==> config.mk <==
export PLATFORM = sky130hd
export DESIGN_NAME = add_level
export DESIGN_NICKNAME = d
export VERILOG_FILES = /design/src/verilog/add_level.sv
export SDC_FILE = /design/constraint.sdc
export NUM_CORES = 1
export LEC_CHECK = 0
export ABC_AREA = 1
export BUFFER_PORTS_ARGS = -buffer_cell sky130_fd_sc_hd__buf_2
export CAP_MARGIN = 20
export CORE_UTILIZATION = 57
export CTS_BUF_LIST = sky130_fd_sc_hd__clkbuf_4 sky130_fd_sc_hd__clkbuf_8 sky130_fd_sc_hd__clkbuf_16
export CTS_CLUSTER_SIZE = 25
export DETAILED_ROUTE_END_ITERATION = 12
export MAX_ROUTING_LAYER = met4
export PLACE_DENSITY = 0.87
export SLEW_MARGIN = 20
export SYNTH_ARGS = -nofsm -noshare
export SYNTH_HDL_FRONTEND = slang
export SYNTH_SLANG_ARGS = --single-unit
==> constraint.sdc <==
create_clock -name clk -period 5.69 [get_ports clk]
set_input_delay 1.138 -clock clk [delete_from_list [all_inputs] [get_ports clk]]
set_output_delay 1.138 -clock clk [all_outputs]
set_load 0.02 [all_outputs]
==> src/verilog/add_level.sv <==
`timescale 1ns/1ps

module add_level #(
  parameter  int N_IN  = 2,
  parameter  int IN_W  = 32,
  localparam int N_OUT = N_IN / 2
) (
  input  logic                        clk,
  input  logic                        rst_n,

  // N_IN signed values of IN_W bits
  input  logic [N_IN-1:0][IN_W-1:0]   in_data,
  input  logic                        in_valid,
  output logic                        in_ready,

  // pairwise sums, one bit wider
  output logic [N_OUT-1:0][IN_W:0]    out_data,
  output logic                        out_valid,
  input  logic                        out_ready
);

  logic [N_OUT-1:0][IN_W:0] sum;
  logic                     accept;

  // lanes 2i and 2i+1 feed output lane i
  for (genvar i = 0; i < N_OUT; i++) begin : g_pair
    assign sum[i] = $signed(in_data[2*i]) + $signed(in_data[2*i+1]);
  end

  assign in_ready = !out_valid || out_ready;
  assign accept   = in_valid && in_ready;

  always_ff @(posedge clk or negedge rst_n) begin
    if (!rst_n) begin
      out_valid <= 1'b0;
    end else if (in_ready) begin
      out_valid <= in_valid; // empty unless refilled
    end
  end

  always_ff @(posedge clk) begin
    if (accept) begin
      out_data <= sum;
    end
  end

endmodule

# Word-level counts from Yosys, hierarchy flattened
# Index checks and enable logic that the tools add are counted.
[totals] inputBits=68 ff_bits=34 wordCells=6 output_inout_bits=35
[classes] addsub=1 n_reduce_logical=3
[ops] cell="adder 32 x 32 -> 33 bit" n=1
[ops] cell="logical AND 1 bit" n=1
[ops] cell="logical NOT 1 bit" n=1
[ops] cell="logical OR 1 bit" n=1

# Longest topological paths before layout
# Gate-level depths: netlist of the first run.
[depth] ltp_word=3 ltp_mapped=12 mapped_depth_nobuf=12

# Worst setup path after synthesis of the first run
# Ideal clock, no wire load.
[synth_timing] path_type="in2reg" startpoint="input in_valid" endpoint="register out_data[0] (netlist bit), enable pin" setup_ps=434 required_time_ps=5256 path_slack_ps=2450 t_arrival_ps=2806 stages=2 n_path_buf=0 cell_sequence="inv_1 > a21oi_1"
[synth_via] elab_chain_cells=1
[synth_lines] item="start, declared" line="13" source="input logic in_valid,"
[synth_lines] item="logical AND 1 bit" line="31" source="assign accept = in_valid && in_ready;"
[synth_lines] item="named net accept" line="23" source="logic accept;"
[synth_lines] item="end signal, assigned" line="43" source="out_data <= sum;"
[synth_lines] item="end, declared" line="17" source="output logic [N_OUT-1:0][IN_W:0] out_data,"
# The timed path passes the listed nets, and every way through them passes these cells.
# A chain may end at the register's enable or synchronous reset.

# Worst setup path in the final report of the first run
[layout_timing] startpoint="input out_ready" endpoint="output in_ready"
[layout_via] elab_chain_cells=1
[layout_lines] item="start, declared" line="19" source="input logic out_ready"
[layout_lines] item="logical OR 1 bit" line="30" source="assign in_ready = !out_valid || out_ready;"
[layout_lines] item="end, declared" line="14" source="output logic in_ready,"
# No other way between the ends.

==> results.py, run 1 <==
metrics = {
    "placement": {
        "post-dp-hpwl_um": 8010,
        "post-place-ws_ns": 2.72,
        "place_congestion": 0.981,
        "io_buffers": 102,
    },
    "synthesis": {
        "synth_top_area_frac": 0.286,
        "synth_top_family_by_area": "simple AND/OR/NAND/NOR gates",
        "synth-simple-area-share": 0.377,
        "syn_area_per_cell_um2": 6.16,
        "ys_ff_latch": 34,
        "yosys.area.top_type": "edfxtp_1",
        "synth_top_cells_by_count": "nand2_1 (253), inv_1 (125), nor2_1 (40)",
        "async_flop_share": 0.0294,
        "synth_adder_area_share": 0.121,
        "yosysWarnings": 0,
        "synth_xor_area_frac": 0.0379,
        "synth_edf_count": 33,
        "syn_area_um2": 3460,
        "synth_top_flop_cell": "edfxtp_1",
        "yosysUniqueCellTypes": 17,
        "synthesis.nets": 663,
        "muxShareOfSynthArea": 0,
        "synth_compound_area_frac": 0.0347,
        "ys_seq_area_frac": 0.293,
        "synthMostInstantiatedCell": "nand2_1",
        "syn_inst": 562,
        "synth_area_leaders": "edfxtp_1 (29%), nand2_1 (27%), inv_1 (14%)",
    },
    "die": {
        "rows": 28,
        "start_util": 0.588,
        "die_y_um": 80.0,
        "io-pin-count": 103,
        "dieArea_um2": 6390,
        "coreArea_um2": 5890,
        "fp.dieW_um": 80.0,
    },
    "finish": {
        "syn2layout_area_growth_pct": 21.7,
        "final_layout_size_suffix_gt1_frac": 0.173,
        "n_antenna_cell": 0,
        "final_nets": 772,
    },
    "global_routing": {
        "first_global_vias": 3405,
        "grt_overflow": 0,
        "grt_start_max_net_pins": 34,
        "grt_pass1_wl_um": 15500,
        "grtUsageTotal": 0.325,
        "antenna_found_initial": 0,
    },
    "sta": {
        "fmax_ghz": 0.368,
        "maxSlewHeadroom": 0.277,
        "skew_ns": 0.0104,
        "post-route-period-util": 0.477,
        "hold_viol_final": 0,
        "fin_ws_ns": 2.98,
        "grt_setup_unrepaired": "false",
        "tightest_slew_ns": 1.08,
        "timing.final.max_slew_violations": 0,
        "setup_viol": 0,
        "post-route-min-period_ns": 2.71,
        "setup_tns_ns": 0,
    },
    "worst_setup_path": {
        "ff2ff_setup_slack_ns": 4.01,
        "path_class": "primary input to primary output",
        "crit_required_ns": 4.55,
        "setup.worst_path.start_class": "primary input",
        "rr_worst_depth": 1,
        "end_kind": "primary output",
        "r2r-start": "out_valid",
        "cp-startpoint": "out_ready",
        "critical_path_arrival_ns": 1.58,
        "crit_path_end": "in_ready",
        "worst_r2r_endpoint": "out_data[8]",
        "cp_max_fo": 2,
    },
    "clock_tree": {
        "cts_resized": 0,
        "path_clk_slew_ns": 0.08,
        "clock_sink_count": 34,
        "clock_latency_ns": 0.30,
        "ctsHoldBuffers": 0,
        "htree_levels": 2,
        "cts_tree": "done",
        "cts_buffers": 5,
        "clock-root-buffer": "clkbuf_8",
        "cts_buffer_depth": 2,
        "post-cts-setup-buffer-count": 0,
    },
    "detailed_routing": {
        "drcViolationCount": 0,
        "vias": 3647,
        "firstDrtPassIters": 7,
        "ant_nets": 0,
        "routed_via_density": 4.88,
        "post_drt_wl_per_cell_um": 12.7,
        "routed_wl_um": 9510,
        "drt_iter0_markers": 220,
    },
    "power": {
        "powerDensity_nw_per_um2": 224,
        "total_power_mw": 0.943,
        "leakage_nw": 2.63,
        "ir_drop_uv": 138,
    },
    "job": {
        "maxCapViolCount": 0,
    },
    "outcome": {
        "status": "finished, final reports clean",
    },
    "hold_path": {
        "hold_path.class": "flip-flop to flip-flop",
    },
}
[per-stage QoR]
| step | instances | utilization | hold WS [ns] | instance area (µm²) |
|---|---|---|---|---|
| 2_1_floorplan | 562 | - | 0.768 | 3460 |
| 3_3_place_gp | 739 | 0.693 | 0.553 | 4080 |
| 3_5_place_dp | 739 | 0.693 | 0.575 | 4080 |
| 4_1_cts | 747 | 0.716 | 0.589 | 4220 |
| 5_1_grt | 747 | 0.716 | 0.587 | 4220 |
| 6_report | 747 | 0.716 | 0.592 | 4220 |
[registers in the layout, summed over array words and instances (netlist names)]
name       flops
out_valid      1
out_data      33
[layout by cell type (no fill, tap or decap)]
cell type | Yosys | layout
bufinv_16 | 0 | 2
a21oi_1 | 21 | 20
xnor2_1 | 2 | 2
o21bai_1 | 1 | 1
nand4_1 | 2 | 2
edfxtp_1 | 33 | 33
nor3_1 | 4 | 4
a21o_1 | 1 | 1
clkbuf_8 | 0 | 5
nand2_2 | 5 | 5
clkinv_4 | 0 | 1
fa_1 | 1 | 1
buf_2 | 0 | 102
or2_1 | 2 | 2
a21oi_4 | 0 | 1
xor2_1 | 13 | 13
ha_1 | 32 | 32
dfrtp_1 | 1 | 1
nor2_1 | 40 | 40
nand2_1 | 253 | 253
nand3_1 | 26 | 26
inv_1 | 125 | 125
[area by class of cell]
type | instances | area (µm²)
clock buffer | 5 | 68.8
clock inverter | 3 | 68.8
fill | 543 | 1670
inverter | 125 | 469
multi-input combinational | 403 | 1990
sequential | 34 | 1020
tap | 75 | 93.8
timing repair buffer | 102 | 510
[routing by layer]
metal,part of all wire,vias up,track usage
met5,0,-,-
met1,0.45,1611,0.419
li1,-,1911,-
met3,0.055,14,0.0400
met4,0.015,0,0.0839
met2,0.48,111,0.538
[worst min-delay path by stage]
| stage | cells past startpoint | from | end |
|---|---|---|---|
| floorplan | 2 | out_valid | out_valid |
| global placement | 2 | out_valid | out_valid |
| detailed placement | 2 | out_valid | out_valid |
| CTS | 1 | rst_n | out_valid |
| global route | 1 | rst_n | out_valid |
| finish | 2 | out_valid | out_valid |
[cells by family after synthesis]
kind of cell             count (synthesis)
XOR/XNOR                                15
AND/OR/NAND/NOR                        332
AO/OA/AOI/OAI                           23
flip-flops                              34
buffers and inverters                  125
adder cells (fa/ha/maj)                 33
[critical path: stages]
cell and delay (ns):
buf_2 0.10, inv_1 0.10, nand2_1 0.08, buf_2 0.16
[power by group]
part / total (mW) / switching (mW) / internal (mW) / leakage [nW]
Clock: 0.276 / 0.100 / 0.176 / 0.0683
Combinational: 0.346 / 0.226 / 0.120 / 2.24
Sequential: 0.321 / 0.00675 / 0.314 / 0.327
Total: 0.943 / 0.333 / 0.610 / 2.63
No activity file was read; power rests on OpenSTA's default activity.
==> run 2: changes to the inputs <==
--- a/config.mk
+++ b/config.mk
@@ -8,12 +8,12 @@
 export ABC_AREA = 1
 export BUFFER_PORTS_ARGS = -buffer_cell sky130_fd_sc_hd__buf_2
 export CAP_MARGIN = 20
-export CORE_UTILIZATION = 57
+export CORE_UTILIZATION = 53
 export CTS_BUF_LIST = sky130_fd_sc_hd__clkbuf_4 sky130_fd_sc_hd__clkbuf_8 sky130_fd_sc_hd__clkbuf_16
 export CTS_CLUSTER_SIZE = 25
 export DETAILED_ROUTE_END_ITERATION = 12
 export MAX_ROUTING_LAYER = met4
-export PLACE_DENSITY = 0.87
+export PLACE_DENSITY = 0.82
 export SLEW_MARGIN = 20
 export SYNTH_ARGS = -nofsm -noshare
 export SYNTH_HDL_FRONTEND = slang
==> constraint.sdc (replaced) <==
create_clock -name clk -period 2.71 [get_ports clk]
set_input_delay 0.542 -clock clk [delete_from_list [all_inputs] [get_ports clk]]
set_output_delay 0.542 -clock clk [all_outputs]
set_load 0.02 [all_outputs]
==> results.py, run 2 (same netlist as run 1, synthesis figures left out) <==
metrics = {
    "outcome": {
        "status": "finished, final reports clean",
    },
    "die": {
        "dieArea_um2": 6860,
        "start_util": 0.549,
        "die_y_um": 82.8,
        "io-pin-count": 103,
        "rows": 29,
        "fp.dieW_um": 82.8,
        "coreArea_um2": 6310,
    },
    "placement": {
        "place_congestion": 0.976,
        "placed_cells": 742,
        "post-dp-hpwl_um": 7960,
        "placed_area_um2": 4090,
        "post-place-ws_ns": 0.342,
        "io_buffers": 102,
    },
    "worst_setup_path": {
        "path_delay_family": "simple AND/OR/NAND/NOR gates",
        "critical_path_arrival_ns": 2.13,
        "setup.worst_path.start_class": "primary input",
        "crit_required_ns": 2.77,
        "end_kind": "flip-flop",
        "crit_top_cell": "nand2_1",
        "cp_max_fo": 3,
        "path_class": "primary input to flip-flop",
        "cpPeakStageDelay_ns": 0.46,
        "path_cells": "buf_2 > ha_1 > fa_1 > nand2_1 > nand2_1 > nand3_1 > nand2_2 > nand2_1 > nand2_2 > nand2_1 > nand2_1 > nand2_1 > nand2_1",
        "slowest_stage": "fa_1",
        "path_buf_inv": 1,
    },
    "clock_tree": {
        "clock_sink_count": 34,
        "path_clk_slew_ns": 0.08,
        "htree_levels": 2,
        "cts_buffers": 5,
        "cts_tree": "done",
        "clock-root-buffer": "clkbuf_8",
        "clock_latency_ns": 0.29,
        "cts_buffer_depth": 2,
    },
    "detailed_routing": {
        "drcViolationCount": 0,
        "firstDrtPassIters": 5,
        "routed_wl_um": 9480,
        "ant_nets": 0,
        "routed_via_density": 4.90,
        "drt_iter0_markers": 249,
        "vias": 3682,
        "post_drt_wl_per_cell_um": 12.6,
    },
    "finish": {
        "top_regs": "out_data: 33 flops, out_valid: 1 flops",
        "layout_commonest_cell": "nand2_1",
        "largest-register": "out_data",
        "num-fill-cells": 618,
        "final_nets": 774,
        "final-instance-count-excl-fill": 751,
        "mostFrequentLayoutCells": "nand2_1 (253), inv_1 (125), buf_2 (102)",
        "largest_reg_flops": 33,
        "n_antenna_cell": 0,
        "syn2layout_area_growth_pct": 20.8,
        "final_layout_size_suffix_gt1_frac": 0.174,
        "stdcell_area_um2": 4190,
    },
    "sta": {
        "fin_ws_ns": 0.634,
        "post-route-min-period_ns": 2.08,
        "setup_tns_ns": 0,
        "skew_ns": 0.00405,
        "post-route-period-util": 0.766,
        "timing.final.max_slew_violations": 0,
        "maxSlewHeadroom": 0.698,
        "grt_setup_unrepaired": "false",
        "hold_viol_final": 0,
        "setup_viol": 0,
        "tightest_slew_ns": 0.452,
        "fmax_ghz": 0.482,
    },
    "global_routing": {
        "grt_pass1_wl_um": 15300,
        "first_global_vias": 3420,
        "grt_start_max_net_pins": 34,
        "antenna_found_initial": 0,
        "grt_overflow": 0,
        "grtUsageTotal": 0.290,
    },
    "power": {
        "ir_drop_uv": 278,
        "leakage_nw": 2.62,
        "powerDensity_nw_per_um2": 428,
    },
    "hold_path": {
        "hold_path.class": "primary input to flip-flop",
    },
    "job": {
        "maxCapViolCount": 0,
    },
}
run 2: layout make-up:
cell class	instances	area, µm²	area share
Sequential cell	34	1020	0.243
Tap cell	77	96.3	0.0230
Inverter	125	469	0.112
Clock inverter	2	10.0	0.00239
Multi-Input combinational cell	403	1990	0.475
Clock buffer	6	76.3	0.0182
Timing Repair Buffer	104	528	0.126
run 2: where the power goes:
part           internal (mW)  switching, mW  total [mW]  leakage (nW)
registers              0.659         0.0158       0.675         0.327
logic                  0.255          0.471       0.726          2.25
clock network          0.188          0.203       0.391        0.0484
total                   1.10          0.690        1.79          2.62
run 2: worst paths after layout:
check | endpoint | slack, ns | cells after the start | startpoint
max | out_data[24] | 0.63 | 13 | in_data[0]
min | out_valid | 0.49 | 3 | in_valid
max reg2reg | out_data[4] | 1.35 | 2 | out_valid
min reg2reg | out_valid | 0.62 | 2 | out_valid
max in group asynchronous | out_valid | 2.09 | 2 | rst_n
min in group asynchronous | out_valid | 0.54 | 2 | rst_n
run 2: routing by layer:
metal,up-vias,global-route usage,wire length [µm]
met5,-,-,0
met4,0,0.0940,155
met3,15,0.0328,685
met2,125,0.466,4430
met1,1625,0.383,4220
li1,1917,-,-
run 2: stage by stage:
step / hold slack (ns) / power [mW] / utilization
after floorplan: 0.246 / 1.17 / -
after detailed placement: 0.318 / 1.40 / 0.648
final: 0.486 / 1.79 / 0.663
after CTS: 0.482 / 1.79 / 0.663
after global routing: 0.510 / 1.90 / 0.663
after global placement: 0.318 / 1.39 / 0.648
run 2: worst register-to-register path, cell delays in order, from the launching register on:
cell,delay [ns]
dfrtp_1,0.43
a21oi_4,0.16
buf_4,0.41
run 2: repair_timing:
action | 4_1_cts | 5_1_grt
gates resized for setup | 0 | 0
endpoints found under the hold margin | 1 | 0
hold buffers | 1 | 0
buffers inserted | 0 | 0
==> run 3: changes to the inputs <==
==> constraint.sdc (replaced) <==
create_clock -name clk -period 2.15 [get_ports clk]
set_input_delay 0.43 -clock clk [delete_from_list [all_inputs] [get_ports clk]]
set_output_delay 0.43 -clock clk [all_outputs]
set_load 0.02 [all_outputs]
==> results.py, run 3 (same netlist as run 1, synthesis figures left out) <==
metrics = {
    "sta": {
        "post-route-min-period_ns": 1.91,
        "hold_viol_final": 0,
        "fmax_ghz": 0.525,
        "setup_viol": 0,
        "tightest_slew_ns": 0.450,
        "maxSlewHeadroom": 0.700,
        "post-route-period-util": 0.886,
        "grt_setup_unrepaired": "false",
        "setup_tns_ns": 0,
        "timing.final.max_slew_violations": 0,
        "skew_ns": 0.00850,
    },
    "detailed_routing": {
        "ant_nets": 0,
        "routed_wl_um": 9370,
        "post_drt_wl_per_cell_um": 12.4,
        "firstDrtPassIters": 6,
        "vias": 3682,
        "drcViolationCount": 0,
        "drt_iter0_markers": 192,
        "routed_via_density": 4.88,
    },
    "power": {
        "ir_drop_uv": 420,
        "powerDensity_nw_per_um2": 588,
        "leakage_nw": 2.66,
        "total_power_mw": 2.50,
    },
    "clock_tree": {
        "post-cts-setup-buffer-count": 0,
        "cts_tree": "done",
        "path_clk_slew_ns": 0.08,
        "clock-root-buffer": "clkbuf_8",
        "clock_sink_count": 34,
        "clock_latency_ns": 0.30,
        "htree_levels": 2,
        "cts_buffer_depth": 2,
        "cts_buffers": 5,
    },
    "finish": {
        "final_util": 0.675,
        "top_regs": "out_data: 33 flops, out_valid: 1 flops",
        "n_antenna_cell": 0,
        "num-fill-cells": 610,
        "final_layout_size_suffix_gt1_frac": 0.177,
        "largest_reg_flops": 33,
        "final_nets": 777,
        "mostFrequentLayoutCells": "nand2_1 (253), inv_1 (125), buf_2 (102)",
        "stdcell_area_um2": 4260,
        "layout_commonest_cell": "nand2_1",
        "final-instance-count-excl-fill": 754,
        "syn2layout_area_growth_pct": 23.0,
        "largest-register": "out_data",
    },
    "job": {
        "maxCapViolCount": 0,
    },
    "global_routing": {
        "grt_start_max_net_pins": 34,
        "first_global_vias": 3454,
        "grtUsageTotal": 0.292,
        "antenna_found_initial": 0,
        "grt_overflow": 0,
        "grt_pass1_wl_um": 15700,
    },
    "worst_setup_path": {
        "setup.worst_path.start_class": "primary input",
        "cp_max_fo": 3,
        "crit_required_ns": 2.20,
        "path_class": "primary input to flip-flop",
        "end_kind": "flip-flop",
        "ff2ff_setup_slack_ns": 0.81,
        "r2r-start": "out_valid",
        "critical_path_arrival_ns": 1.96,
        "cp-startpoint": "in_data[0]",
    },
    "die": {
        "io-pin-count": 103,
        "die_y_um": 82.8,
        "fp.dieW_um": 82.8,
        "start_util": 0.549,
        "coreArea_um2": 6310,
        "rows": 29,
        "dieArea_um2": 6860,
    },
    "hold_path": {
        "hold_path.startpoint": "in_valid",
        "hold_path.class": "primary input to flip-flop",
    },
    "placement": {
        "placed_area_um2": 4110,
        "place_congestion": 0.977,
        "post-dp-hpwl_um": 8020,
        "io_buffers": 102,
        "placed_cells": 745,
    },
    "outcome": {
        "status": "finished, final reports clean",
    },
}
==> run 3: what timing repair did <==
action | 4_1_cts | 5_1_grt
gates resized for setup | 0 | 0
endpoints found under the setup margin | 0 | 0
hold buffers | 1 | 0
endpoints found under the hold margin | 1 | 0
==> run 3: through the flow <==
stage | setup slack, ns | hold slack [ns]
6_report | 0.245 | 0.363
5_1_grt | 0.109 | 0.364
4_1_cts | 0.253 | 0.359
3_5_place_dp | -0.0584 | 0.212
3_3_place_gp | -0.0130 | 0.206
2_1_floorplan | 0.203 | 0.134
==> run 3: final cells by class <==
type	instances	area (µm²)	area share
multi-input cells	403	1990	0.467
flip-flops and latches	34	1020	0.239
repair buffers	107	551	0.129
inverters	125	469	0.110
well taps	77	96.3	0.0226
clock buffers	5	68.8	0.0162
clock inverters	3	68.8	0.0162
==> run 3: worst paths after layout <==
| path | end | cells past startpoint |
|---|---|---|
| max in group asynchronous | out_valid | 2 |
| min reg2reg | out_valid | 2 |
| min | out_valid | 3 |
| min in group asynchronous | out_valid | 2 |
| max reg2reg | out_data[32] | 2 |
| max | out_data[32] | 13 |
==> run 3: layer usage <==
metal / up-vias / track usage / routed length [µm]
li1: 1928 / - / -
met2: 118 / 0.471 / 4330
met5: - / - / 0
met3: 8 / 0.0378 / 659
met1: 1628 / 0.393 / 4300
met4: 0 / 0.0643 / 85
==> run 3: worst max-delay path, stage by stage <==
cell,delay (ns)
buf_2,0.10
ha_1,0.21
fa_1,0.43
nand2_1,0.10
nand2_1,0.09
nand3_1,0.12
nand2_2,0.08
nand2_1,0.08
nand2_2,0.08
nand2_1,0.09
nand2_1,0.05
nand2_1,0.05
nand2_1,0.04
==> run 3: power by group <==
part / internal [mW] / switching (mW)
clock network: 0.465 / 0.272
logic: 0.327 / 0.590
registers: 0.831 / 0.0196
